--- src/hdl/mul_dp_pkg.sv ---
// datapath definitions for the shared CSD multiplier
// widths, vector types and the structs passed between pipeline stages
package mul_dp_pkg;

    // ========================================
    // widths
    localparam int SAMPLE_W  = 16;
    localparam int ACC_W     = 32;
    localparam int SEL_W     = 4;
    localparam int MAX_TERMS = 8;

    // ========================================
    // vector types
    typedef logic signed [SAMPLE_W-1:0] sample_t;
    typedef logic signed [ACC_W-1:0]    acc_t;
    typedef logic        [SEL_W-1:0]    coef_sel_t;

    // ========================================
    // stage structs
    typedef struct packed {
        logic      valid;
        coef_sel_t sel;
        sample_t   x;
    } mul_req_t;

    typedef struct packed {
        logic valid;
        acc_t y;
    } mul_rsp_t;

    // signed shifted terms out of decode
    typedef struct packed {
        logic                   valid;
        acc_t [MAX_TERMS-1:0]   term;
    } term_vec_t;

    // redundant form out of the compressor tree
    // carry still needs its one place shift
    typedef struct packed {
        logic valid;
        acc_t sum;
        acc_t carry;
    } sc_pair_t;

endpackage

--- src/hdl/csd_coef_pkg.sv ---
// CSD digit table for the H1 and H3 coefficient groups
// every coefficient is a signed sum of up to eight powers of two
package csd_coef_pkg;

    typedef logic [4:0] shift_t;

    // digit is worth +/- 2^shift when en is set
    typedef struct packed {
        logic   en;
        logic   neg;
        shift_t shift;
    } csd_digit_t;

    localparam int NUM_COEFS = 12;

    // en and neg bits of a digit
    localparam logic [1:0] PLUS  = 2'b10;
    localparam logic [1:0] MINUS = 2'b11;

    // empty digit slot
    localparam csd_digit_t OFF = '0;

    localparam csd_digit_t COEF_TABLE [NUM_COEFS][mul_dp_pkg::MAX_TERMS] = '{
        // ========================================
        // h1 group covers indices 0 to 5
        // -146
        '{{MINUS, 5'd7}, {MINUS, 5'd4}, {MINUS, 5'd1}, OFF,
          OFF, OFF, OFF, OFF},
        // -1021
        '{{MINUS, 5'd10}, {PLUS, 5'd2}, {MINUS, 5'd0}, OFF,
          OFF, OFF, OFF, OFF},
        // -5548
        '{{MINUS, 5'd13}, {PLUS, 5'd11}, {PLUS, 5'd9}, {PLUS, 5'd6},
          {PLUS, 5'd4}, {PLUS, 5'd2}, OFF, OFF},
        // 12491
        '{{PLUS, 5'd14}, {MINUS, 5'd12}, {PLUS, 5'd8}, {MINUS, 5'd6},
          {PLUS, 5'd4}, {MINUS, 5'd2}, {MINUS, 5'd0}, OFF},
        // 3226
        '{{PLUS, 5'd12}, {MINUS, 5'd10}, {PLUS, 5'd7}, {PLUS, 5'd5},
          {MINUS, 5'd3}, {PLUS, 5'd1}, OFF, OFF},
        // 1221
        '{{PLUS, 5'd10}, {PLUS, 5'd8}, {MINUS, 5'd6}, {PLUS, 5'd2},
          {PLUS, 5'd0}, OFF, OFF, OFF},
        // ========================================
        // h3 group covers indices 6 to 11
        // 367
        '{{PLUS, 5'd9}, {MINUS, 5'd7}, {MINUS, 5'd4}, {MINUS, 5'd0},
          OFF, OFF, OFF, OFF},
        // 2242
        '{{PLUS, 5'd11}, {PLUS, 5'd8}, {MINUS, 5'd6}, {PLUS, 5'd1},
          OFF, OFF, OFF, OFF},
        // 33782, largest magnitude in the table
        '{{PLUS, 5'd15}, {PLUS, 5'd10}, {MINUS, 5'd3}, {MINUS, 5'd1},
          OFF, OFF, OFF, OFF},
        // -5415
        '{{MINUS, 5'd12}, {MINUS, 5'd10}, {MINUS, 5'd8}, {MINUS, 5'd5},
          {MINUS, 5'd3}, {PLUS, 5'd0}, OFF, OFF},
        // -1961
        '{{MINUS, 5'd11}, {PLUS, 5'd7}, {MINUS, 5'd5}, {MINUS, 5'd3},
          {MINUS, 5'd0}, OFF, OFF, OFF},
        // -835
        '{{MINUS, 5'd10}, {PLUS, 5'd8}, {MINUS, 5'd6}, {MINUS, 5'd2},
          {PLUS, 5'd0}, OFF, OFF, OFF}
    };

endpackage

--- src/hdl/csd_decode.sv ---
`timescale 1ns/1ps

// CSD decode stage
// looks up the coefficient digits and forms the signed shifted terms
module csd_decode (
    input  logic                  clk,
    input  logic                  arst_n,
    input  mul_dp_pkg::mul_req_t  req,
    output mul_dp_pkg::term_vec_t terms
);

    mul_dp_pkg::acc_t                             x_ext;
    mul_dp_pkg::acc_t [mul_dp_pkg::MAX_TERMS-1:0] term_d;

    // sample widened to product width
    assign x_ext = {{(mul_dp_pkg::ACC_W - mul_dp_pkg::SAMPLE_W){req.x[mul_dp_pkg::SAMPLE_W-1]}},
                    req.x};

    // ========================================
    // digit lookup and term forming
    always_comb begin
        csd_coef_pkg::csd_digit_t digit;

        for (int i = 0; i < mul_dp_pkg::MAX_TERMS; i++) begin
            if (req.sel < csd_coef_pkg::NUM_COEFS) begin
                digit = csd_coef_pkg::COEF_TABLE[req.sel][i];
            end else begin
                // indices past the table give a zero product
                digit = '0;
            end

            if (!digit.en) begin
                term_d[i] = '0;
            end else if (digit.neg) begin
                term_d[i] = -(x_ext << digit.shift);
            end else begin
                term_d[i] = x_ext << digit.shift;
            end
        end
    end

    // ========================================
    // stage register
    always_ff @(posedge clk or negedge arst_n) begin
        if (!arst_n) begin
            terms <= '0;
        end else begin
            terms.valid <= req.valid;
            // hold terms between requests
            if (req.valid) begin
                terms.term <= term_d;
            end
        end
    end

endmodule

--- src/hdl/csa_execute.sv ---
`timescale 1ns/1ps

// carry-save execute stage
// compresses eight shifted terms to a sum and carry pair with 3:2 levels
module csa_execute (
    input  logic                  clk,
    input  logic                  arst_n,
    input  mul_dp_pkg::term_vec_t terms,
    output mul_dp_pkg::sc_pair_t  sc
);

    // per level operands, carries already aligned
    mul_dp_pkg::acc_t lvl1 [6];
    mul_dp_pkg::acc_t lvl2 [4];
    mul_dp_pkg::acc_t lvl3 [3];
    mul_dp_pkg::acc_t sum_d;
    mul_dp_pkg::acc_t carry_d;

    // full adder sum bit per column
    function automatic mul_dp_pkg::acc_t csa_sum(
        input mul_dp_pkg::acc_t a,
        input mul_dp_pkg::acc_t b,
        input mul_dp_pkg::acc_t c
    );
        return a ^ b ^ c;
    endfunction

    // majority gives the carry out of each column
    function automatic mul_dp_pkg::acc_t csa_carry(
        input mul_dp_pkg::acc_t a,
        input mul_dp_pkg::acc_t b,
        input mul_dp_pkg::acc_t c
    );
        return (a & b) | (b & c) | (a & c);
    endfunction

    // ========================================
    // level 1, eight to six
    assign lvl1[0] = csa_sum(terms.term[0], terms.term[1], terms.term[2]);
    assign lvl1[1] = csa_carry(terms.term[0], terms.term[1], terms.term[2]) << 1;
    assign lvl1[2] = csa_sum(terms.term[3], terms.term[4], terms.term[5]);
    assign lvl1[3] = csa_carry(terms.term[3], terms.term[4], terms.term[5]) << 1;
    assign lvl1[4] = terms.term[6];
    assign lvl1[5] = terms.term[7];

    // ========================================
    // level 2, six to four
    assign lvl2[0] = csa_sum(lvl1[0], lvl1[1], lvl1[2]);
    assign lvl2[1] = csa_carry(lvl1[0], lvl1[1], lvl1[2]) << 1;
    assign lvl2[2] = csa_sum(lvl1[3], lvl1[4], lvl1[5]);
    assign lvl2[3] = csa_carry(lvl1[3], lvl1[4], lvl1[5]) << 1;

    // level 3, four to three
    assign lvl3[0] = csa_sum(lvl2[0], lvl2[1], lvl2[2]);
    assign lvl3[1] = csa_carry(lvl2[0], lvl2[1], lvl2[2]) << 1;
    assign lvl3[2] = lvl2[3];

    // level 4, three to two
    // carry leaves unshifted, the result stage aligns it
    assign sum_d   = csa_sum(lvl3[0], lvl3[1], lvl3[2]);
    assign carry_d = csa_carry(lvl3[0], lvl3[1], lvl3[2]);

    // ========================================
    // stage register
    always_ff @(posedge clk or negedge arst_n) begin
        if (!arst_n) begin
            sc <= '0;
        end else begin
            sc.valid <= terms.valid;
            if (terms.valid) begin
                sc.sum   <= sum_d;
                sc.carry <= carry_d;
            end
        end
    end

endmodule

--- src/hdl/cpa_result.sv ---
`timescale 1ns/1ps

// result stage
// carry-propagate add of the sum and carry pair into the final product
module cpa_result (
    input  logic                 clk,
    input  logic                 arst_n,
    input  mul_dp_pkg::sc_pair_t sc,
    output mul_dp_pkg::mul_rsp_t rsp
);

    mul_dp_pkg::acc_t y_d;

    // wraps modulo 2^32
    // every kept product still fits in 32 signed bits
    assign y_d = sc.sum + (sc.carry << 1);

    // ========================================
    // output register
    always_ff @(posedge clk or negedge arst_n) begin
        if (!arst_n) begin
            rsp <= '0;
        end else begin
            // strobe lasts one cycle per request
            rsp.valid <= sc.valid;
            if (sc.valid) begin
                rsp.y <= y_d;
            end
        end
    end

endmodule

--- src/hdl/csd_mul_top.sv ---
`timescale 1ns/1ps

// shared CSD constant multiplier
// three stage pipeline of decode, carry-save tree and final add
module csd_mul_top (
    input  logic                 clk,
    input  logic                 arst_n,
    input  mul_dp_pkg::mul_req_t req,
    output mul_dp_pkg::mul_rsp_t rsp
);

    // stage 1 to stage 2
    mul_dp_pkg::term_vec_t terms;
    // stage 2 to stage 3
    mul_dp_pkg::sc_pair_t  sc;

    // ========================================
    // pipeline stages
    csd_decode u_decode (
        .clk    (clk),
        .arst_n (arst_n),
        .req    (req),
        .terms  (terms)
    );

    csa_execute u_execute (
        .clk    (clk),
        .arst_n (arst_n),
        .terms  (terms),
        .sc     (sc)
    );

    // product leaves three edges after the request
    cpa_result u_result (
        .clk    (clk),
        .arst_n (arst_n),
        .sc     (sc),
        .rsp    (rsp)
    );

endmodule

--- config.mk ---
export PLATFORM = sky130hd
export DESIGN_NAME = csd_mul_top
export DESIGN_NICKNAME = d
export VERILOG_FILES = /design/src/hdl/mul_dp_pkg.sv /design/src/hdl/csd_coef_pkg.sv /design/src/hdl/csd_decode.sv /design/src/hdl/csa_execute.sv /design/src/hdl/cpa_result.sv /design/src/hdl/csd_mul_top.sv
export SDC_FILE = /design/constraint.sdc
export NUM_CORES = 1
export LEC_CHECK = 0
export BUFFER_PORTS_ARGS = -buffer_cell sky130_fd_sc_hd__buf_4
export CAP_MARGIN = 25
export CELL_PAD_IN_SITES_DETAIL_PLACEMENT = 1
export CELL_PAD_IN_SITES_GLOBAL_PLACEMENT = 2
export CORE_MARGIN = 2
export CORE_UTILIZATION = 42
export CTS_CLUSTER_DIAMETER = 200
export DETAILED_ROUTE_END_ITERATION = 16
export GPL_TIMING_DRIVEN = 0
export PLACE_DENSITY = 0.8
export SLEW_MARGIN = 20
export SYNTH_ARGS = -nofsm -noshare
export SYNTH_HDL_FRONTEND = slang
export SYNTH_SLANG_ARGS = --single-unit
--- constraint.sdc ---
create_clock -name clk -period 3.3 [get_ports clk]
set_input_delay 0.165 -clock clk [delete_from_list [all_inputs] [get_ports clk]]
set_output_delay 0.165 -clock clk [all_outputs]
set_load 0.05 [all_outputs]
==> results.rst, run 1 <==
.. list-table::
   :header-rows: 1

   * - Metric
     - Value
   * - Run status
     - complete, but fails checks
   * - Violations in the final reports
     - negative setup slack
   * - Number of nets in the synthesized netlist
     - 3162
   * - Netlist area before placement
     - 27450 um2
   * - Type of the worst setup path
     - in -> reg
   * - Total number of nets in the final design
     - 3411
   * - Number of max-slew violations in the final report
     - 0
   * - # port buffers
     - 48
   * - Post-Syn Instances
     - 2907
   * - IO Count
     - 56
   * - Worst Path Required
     - between 3 and 4 ns
   * - Startpoint type of the worst setup path
     - input pin
   * - Post-route insts no fill
     - 4032
   * - Final wirelength
     - 131.3 mm
   * - Global route total overflow
     - 0
   * - Vertical extent of the die
     - roughly 260 um
   * - Gp weighted congestion
     - 1.023
   * - Final hold vios
     - 0
   * - Fraction of synthesis flops using an asynchronous set or reset pin
     - 1.000
   * - Element type at the critical path end
     - flip-flop
   * - Seq/Total Area, Yosys
     - 0.2927
   * - Library cell used as clock root buffer
     - clkbuf_16
   * - Placeable core region
     - about 65000 um2
   * - Clock Sink Count
     - 321
   * - Vias in the first global route
     - 27160
   * - Worst-Margin Slew
     - 1.092 ns
   * - Final critical-path required period
     - approximately 3.5 ns
   * - Clock-pin slew on the worst setup and hold paths
     - 0.06 ns
   * - Reg-to-reg critical path startpoint
     - u_execute.sc[34]
   * - Commonest cells after routing, fill and taps aside
     - dfrtp_1, buf_4, nand2_1
   * - RSZ-0062 raised after global routing
     - yes
   * - DRC violations left
     - 0
   * - Arrival time of data at the critical path endpoint
     - 4.07 ns
   * - Area enclosed by the die boundary
     - 67410 um2
   * - Largest fanout on the critical path
     - 7
   * - Post-DR vias/cell
     - 6.517
   * - Portion of the clock cycle consumed by the worst path in the final layout
     - 1.068
   * - Relative area change from synthesis to final layout
     - 23.80%
   * - Std-Cell Rows
     - 93
   * - Worst-Skew Late Latency
     - 0.61 ns
   * - Critical path startpoint
     - req[16]
   * - Commonest register cell after synthesis
     - dfrtp_1
   * - Wirelength per Cell
     - 32.57 um
   * - Final setup violation count
     - 27
   * - Placed cells
     - 3815
   * - Starting utilization of the core area
     - 0.4250
   * - Fraction of final layout cells with drive strength greater than 1
     - 0.2727
   * - Highest-delay cell along the critical path
     - a311oi_2
   * - Post-synthesis area per instance
     - 9.442 um2
   * - Clock H-tree levels
     - 1
   * - Estimated wirelength of the detail-placed design
     - between 100 and 150 mm
   * - Number of DRC violations after detailed-routing iteration 0
     - 2466
   * - Number of synthesized register bits
     - between 300 and 400
   * - Max rail drop VDD
     - 360.1 uV
   * - Cell repeated most along the worst path
     - buf_12
   * - Total number of yosys warnings
     - 0
   * - Die boundary width
     - between 200 and 300 um
   * - Cell accounting for the most synthesized area
     - dfrtp_1
   * - GRT Total Usage
     - 0.3809
   * - Post-DRT Antenna Nets
     - 0
   * - EDFF count, synth
     - 0
   * - Class of the worst hold path
     - in -> async
   * - Synth top area cells
     - dfrtp_1, fa_1, mux2i_1, mux2_2, o21ai_0
   * - Areal power density over the cells
     - 654.1 nW/um2
   * - Cell breakdown of the critical path
     - buf_12 > clkinvlp_4 > ha_4 > nor2_4 > o32a_1 > buf_6 > buf_12 > buf_8 > clkbuf_16 > nand4_1 > ha_2 > o31a_1 > a31oi_4 > a311oi_2 > nor4b_4 > buf_4 > and4_4 > a21oi_4 > xnor2_4 > a22o_1
   * - Most frequent standard cell in the layout excluding fill and tap cells
     - dfrtp_1
   * - Number of CTS-inserted buffers
     - 31
   * - Number of vias in the routed layout
     - approximately 26000
   * - Max stage delay on crit path
     - 0.39 ns
   * - Setup_tns
     - -1.978 ns
   * - Number of max-capacitance violations reported
     - 0
   * - Max-slew headroom
     - 0.2718
   * - Layout filler cell count
     - 7122
   * - Number of distinct library cells after synthesis
     - about 110
   * - Max Clock Skew
     - 0.02341 ns
   * - Maximum root-to-sink buffer count
     - 3
   * - Leakage
     - 0.01435 uW
   * - First-pass GRT wire length
     - approximately 190 mm
   * - CTS tree
     - yes
   * - Antenna violations before repair
     - 3
   * - Largest net degree at the start of global routing
     - 98
   * - Post-synth top area share
     - 0.2927
   * - First-pass DRT Iterations
     - 5
   * - Max Clock Freq
     - 283.7 MHz
   * - Final setup slack of the worst path
     - -0.2251 ns
[flip-flops by register name (all words and copies together) (netlist names)]
| signal | cells |
|---|---|
| u_decode.terms | 225 |
| u_execute.sc | 63 |
| u_result.rsp | 33 |
[cell usage after synthesis (17+ instances only)]
cell type and n:
a21o_1 24, a21oi_1 154, a22o_1 72, a31oi_1 37
and2_1 18, buf_1 20, buf_2 39, clkbuf_1 161
dfrtp_1 321, fa_1 152, ha_1 80, inv_1 98
mux2_2 104, mux2i_1 135, nand2_1 189, nand3_1 60
nand4_1 22, nor2_1 160, nor2b_1 42, nor3_1 72
o21a_1 19, o21ai_0 216, o21ai_1 17, o221ai_1 17
o22ai_1 25, o2bb2ai_1 91, o31ai_1 27, or3_1 25
xnor2_1 94, xor2_1 83
[cell type report]
type | count | area (um2) | share of cell area
Clock inverter | 11 | 152.6 | 0.004492
Inverter | 100 | 395.4 | 0.01164
Clock buffer | 42 | 857.1 | 0.02522
Multi-Input combinational cell | 2247 | 20070 | 0.5907
Antenna cell | 1 | 2.502 | 0.00007364
Timing Repair Buffer | 224 | 1852 | 0.05449
Buffer | 231 | 1546 | 0.04551
Sequential cell | 321 | 8033 | 0.2364
Tap cell | 855 | 1070 | 0.03148
[worst max-delay path, delay by kind of cell]
kind / cells / cell delay [ns]
buffers and inverters: 7 / 0.93
and+or+nand+nor: 4 / 0.72
AOI/OAI and AO/OA: 6 / 1.30
adders and majority gates: 2 / 0.62
xor gates and xnor gates: 1 / 0.31
[what timing repair did]
item / in CTS / in global routing
gates cloned: 1 / 1
gates resized for setup: 310 / 247
hold buffers: 2 / 0
pin swaps: 62 / 74
hold endpoints to repair: 225 / 0
endpoints found under the setup margin: 160 / 106
setup buffers: 95 / 76
[report_power, final]
group	total (uW)	leakage, uW	internal [uW]	switching, uW
Sequential	5670	0.00413	4870	793
Combinational	12900	0.00972	5300	7580
Clock	3680	0.000499	2050	1620
[path summary, 6_finish.rpt]
check,endpoint,slack [ns],depth (start not counted)
setup reg to reg,u_result.rsp[30],0.09,14
max in group asynchronous,u_decode.terms[138],1.94,4
setup / recovery,u_decode.terms[62],-0.23,20
min in group clk,u_decode.terms[256],0.31,2
hold / removal,u_result.rsp[31],0.06,2
hold reg to reg,u_result.rsp[32],0.39,0
[kinds of logic (layout without fill, tap and decap cells)]
logic type	after synthesis	in the layout	share of synthesized area
compound gates	874	874	0.2198
xor+xnor	177	177	0.05648
fa+ha+maj	232	232	0.1473
buf+inv	340	608	0.05238
flops	321	321	0.2927
mux	248	248	0.09869
other cells	0	1	0
simple gates	715	716	0.1327
[per-stage QoR]
stage	cell area, um2	hold WS (ns)	setup slack [ns]	power [uW]	util
after floorplan	27910	-0.1306	-0.1780	13060	-
after global routing	33980	0.08997	-0.2632	23390	0.5261
after CTS	32510	0.08004	-0.1416	21670	0.5035
final	33980	0.06284	-0.2251	22230	0.5262
after global placement	29340	0.3054	-2.231	16770	0.4543
after detailed placement	29440	0.1058	-2.277	17390	0.4559
[routing by layer]
metal	vias up	wire, um	global-route usage
li1	11090	-	-
met1	13560	52920	0.4895
met2	1231	60150	0.6204
met3	396	8711	0.04737
met4	4	9497	0.2198
met5	-	27	0
Power figures use the tool's default switching activity.
==> run 2, diff against run 1 <==
--- a/config.mk
+++ b/config.mk
@@ -11,5 +11,5 @@
 export CELL_PAD_IN_SITES_GLOBAL_PLACEMENT = 2
-export CORE_MARGIN = 2
 export CORE_UTILIZATION = 42
 export CTS_CLUSTER_DIAMETER = 200
+export CTS_CLUSTER_SIZE = 14
 export DETAILED_ROUTE_END_ITERATION = 16
--- a/constraint.sdc
+++ b/constraint.sdc
@@ -3,2 +3,2 @@
 set_output_delay 0.165 -clock clk [all_outputs]
-set_load 0.05 [all_outputs]
+set_load 0.005 [all_outputs]
==> run 2 against run 1 <==
Effect of this change:
- the flow still finishes with violations (negative setup slack)
- sequential share of layout area down 0.16 points
- non-clock buffer count rose by 2
- first-iteration DRC count is 9.0% lower
- worst setup slack improved by 0.056 ns
- global-route usage is 0.48 points lower
- register-to-register slack better by 0.06 ns
- total power decreased by 7.4%
- largest cell class unchanged
- largest power group unchanged
==> results.rst, run 2 (synthesis gave the netlist of run 1 again) <==
.. list-table::
   :header-rows: 1

   * - Metric
     - Value
   * - Max stage delay on crit path
     - 0.58 ns (+0.19 ns)
   * - Final hold vios
     - 0 (unchanged)
   * - Run status
     - complete, but fails checks
   * - Number of max-capacitance violations reported
     - 0 (unchanged)
   * - Fraction of final layout cells with drive strength greater than 1
     - 0.2795 (+0.006835)
   * - Worst-Skew Late Latency
     - 0.57 ns (-0.04 ns)
   * - Clock Sink Count
     - 321 (unchanged)
   * - Portion of the clock cycle consumed by the worst path in the final layout
     - 1.051 (-0.01709)
   * - Largest register FFs
     - 225 (unchanged)
   * - Leakage
     - 0.01433 uW (-0.11%)
   * - Number of vias in the routed layout
     - 26050 (-0.86%)
   * - Final setup violation count
     - 21 (-22%)
   * - Starting utilization of the core area
     - 0.4258 (+0.0007672)
   * - Setup_tns
     - -1.275 ns (+0.7033 ns)
   * - Worst Path Required
     - 3.70 ns (-0.15 ns)
   * - Reg2reg end
     - u_result.rsp[26]
   * - First-pass DRT Iterations
     - 5 (unchanged)
   * - Arrival time of data at the critical path endpoint
     - 3.87 ns (-0.20 ns)
   * - Antenna violations before repair
     - 2 (-1)
   * - Relative area change from synthesis to final layout
     - 24.63%
   * - CTS tree
     - yes
   * - First-pass GRT wire length
     - 184.8 mm (-2.0%)
   * - Clock H-tree levels
     - 1 (unchanged)
   * - GRT Total Usage
     - 0.3761 (-0.004802)
   * - Number of max-slew violations in the final report
     - 0 (unchanged)
   * - Vertical extent of the die
     - 257.6 um (-0.77%)
   * - Layout filler cell count
     - 7068 (-0.76%)
   * - Cell breakdown of the critical path
     - buf_12 > clkinvlp_4 > ha_4 > mux2_4 > o21ai_4 > buf_6 > buf_6 > mux2i_2 > mux2i_2 > a22o_1 > a21oi_4 > nand2_2 > or4_4 > buf_12 > o41ai_4 > xnor2_2 > o2bb2ai_1
   * - Register with the most flip-flops
     - u_decode.terms
   * - Max Clock Freq
     - 288.3 MHz (+1.6%)
   * - Post-DRT Antenna Nets
     - 0 (unchanged)
   * - Global route total overflow
     - 0 (unchanged)
   * - Number of CTS-inserted buffers
     - 26 (-16%)
   * - Top Registers
     - u_decode.terms x225, u_execute.sc x63, u_result.rsp x33
   * - IO Count
     - 56 (unchanged)
   * - Smallest hold slack
     - 0.1382 ns (+0.07533 ns)
   * - Post-DR vias/cell
     - 6.500 (-0.27%)
   * - Final setup slack of the worst path
     - -0.1687 ns (+0.05639 ns)
   * - Critical path startpoint
     - req[16]
   * - Most frequent standard cell in the layout excluding fill and tap cells
     - dfrtp_1
   * - Largest net degree at the start of global routing
     - 98 (unchanged)
   * - # port buffers
     - 48 (unchanged)
   * - Die boundary width
     - 257.6 um (-0.77%)
   * - Final critical-path required period
     - 3.469 ns (-0.05639 ns)
   * - Register-to-register setup slack
     - 0.15 ns (+0.06 ns)
   * - Number of DRC violations after detailed-routing iteration 0
     - 2243 (-9.0%)
   * - Commonest cells after routing, fill and taps aside
     - dfrtp_1, buf_4, nand2_1
   * - Largest fanout on the critical path
     - 10 (+3)
   * - Element type at the critical path end
     - flip-flop
   * - Library cell used as clock root buffer
     - clkbuf_16
   * - Class of the worst hold path
     - in -> async
   * - Std-Cell Rows
     - 93 (unchanged)
   * - Total number of nets in the final design
     - 3407 (-0.12%)
   * - RSZ-0062 raised after global routing
     - yes
   * - Placeable core region
     - 64460 um2 (-0.18%)
   * - Type of the worst setup path
     - in -> reg
   * - End-of-flow core utilization
     - 0.5306 (+0.004463)
   * - Estimated wirelength of the detail-placed design
     - 100.3 mm (-1.8%)
   * - Gp weighted congestion
     - 0.9908 (-3.1%)
   * - Maximum root-to-sink buffer count
     - 3 (unchanged)
   * - Max Clock Skew
     - 0.03812 ns (+0.01471 ns)
   * - DRC violations left
     - 0 (unchanged)
   * - Reg-to-reg critical path startpoint
     - u_execute.sc[34]
   * - Max rail drop VDD
     - 368.4 uV (+2.3%)
   * - Highest-delay cell along the critical path
     - or4_4
   * - Clock-pin slew on the worst setup and hold paths
     - 0.07 ns (about the same)
   * - Max-slew headroom
     - 0.2621 (-0.009609)
   * - Areal power density over the cells
     - 601.8 nW/um2 (-8.0%)
   * - Vias in the first global route
     - 26490 (-2.4%)
   * - Cells on worst reg2reg path
     - 15 (+1)
   * - Area enclosed by the die boundary
     - 66380 um2 (-1.5%)
   * - Wirelength per Cell
     - 32.12 um (-1.4%)
   * - Termination of the worst setup path
     - u_decode.terms[22]
   * - Total chip power
     - 20590 uW (-7.4%)
   * - Final wirelength
     - 128.7 mm (-2.0%)
   * - Violations in the final reports
     - negative setup slack
   * - Startpoint type of the worst setup path
     - input pin
   * - Worst-Margin Slew
     - 1.103 ns (+0.01034 ns)
[run 2: cell count changes in the layout (fill, tap and decap cells not counted), sizes merged]
cell,before,now
buf,299,310
bufinv,3,0
clkbuf,196,172
clkdlybuf4s15,0,1
clkinv,7,1
inv,100,98
nand2,192,191
[run 2: worst min-delay path by stage]
stage,slack [ns],end,cells past startpoint,startpoint
6_report,0.14,u_execute.sc[29],2,arst_n
5_1_grt,0.18,u_execute.sc[29],2,arst_n
4_1_cts,0.16,u_execute.sc[29],2,arst_n
3_5_place_dp,0.13,u_execute.sc[29],1,arst_n
3_3_place_gp,0.30,u_decode.terms[256],1,req[20]
2_1_floorplan,-0.13,u_decode.terms[0],0,arst_n
[run 2: final cells by class]
cell class	instances	area [um2]	share of cell area
plain buffers	228	1635	0.04781
well taps	855	1070	0.03127
multi-input cells	2246	20360	0.5952
flip-flops and latches	321	8033	0.2348
clock buffers	28	679.4	0.01986
diodes	1	2.502	0.00007315
repair buffers	229	2033	0.05944
inverters	100	395.4	0.01156
[run 2: stage by stage]
stage	worst slack [ns]	cell area, um2	std cells
2_1_floorplan	-0.1780	27910	2907
3_3_place_gp	-2.240	29340	3810
3_5_place_dp	-1.972	29460	3815
4_1_cts	-0.09397	32390	3939
5_1_grt	-0.2134	34210	4007
6_report	-0.1687	34210	4008
[run 2: worst max-delay path, delay by kind of cell]
family	cells	cell delay [ns]
xor gates and xnor gates	1	0.20
adders and majority gates	1	0.24
AOI/OAI and AO/OA	5	1.10
buffers and inverters	5	0.75
muxes	3	0.71
and+or+nand+nor	2	0.68
[run 2: what timing repair did]
| action | 4_1_cts | 5_1_grt |
|---|---|---|
| gates resized for setup | 331 | 314 |
| cloned | 1 | 3 |
| endpoints found under the hold margin | 61 | 0 |
| pin swaps | 79 | 96 |
| hold buffers | 2 | 0 |
| buffers inserted | 98 | 70 |
| endpoints found under the setup margin | 176 | 118 |
[run 2: report_power, final]
part	switching, uW	internal, uW	leakage, uW
sequential	786	4870	0.00413
combinational	6700	5350	0.00987
clock	1450	1440	0.000334
[run 2: metal layers]
layer,wire length (um),track usage,part of all wire
met4,7797,0.1742,0.061
met1,55500,0.5188,0.43
met5,0,0,0
met2,57910,0.5936,0.45
met3,7510,0.04113,0.058
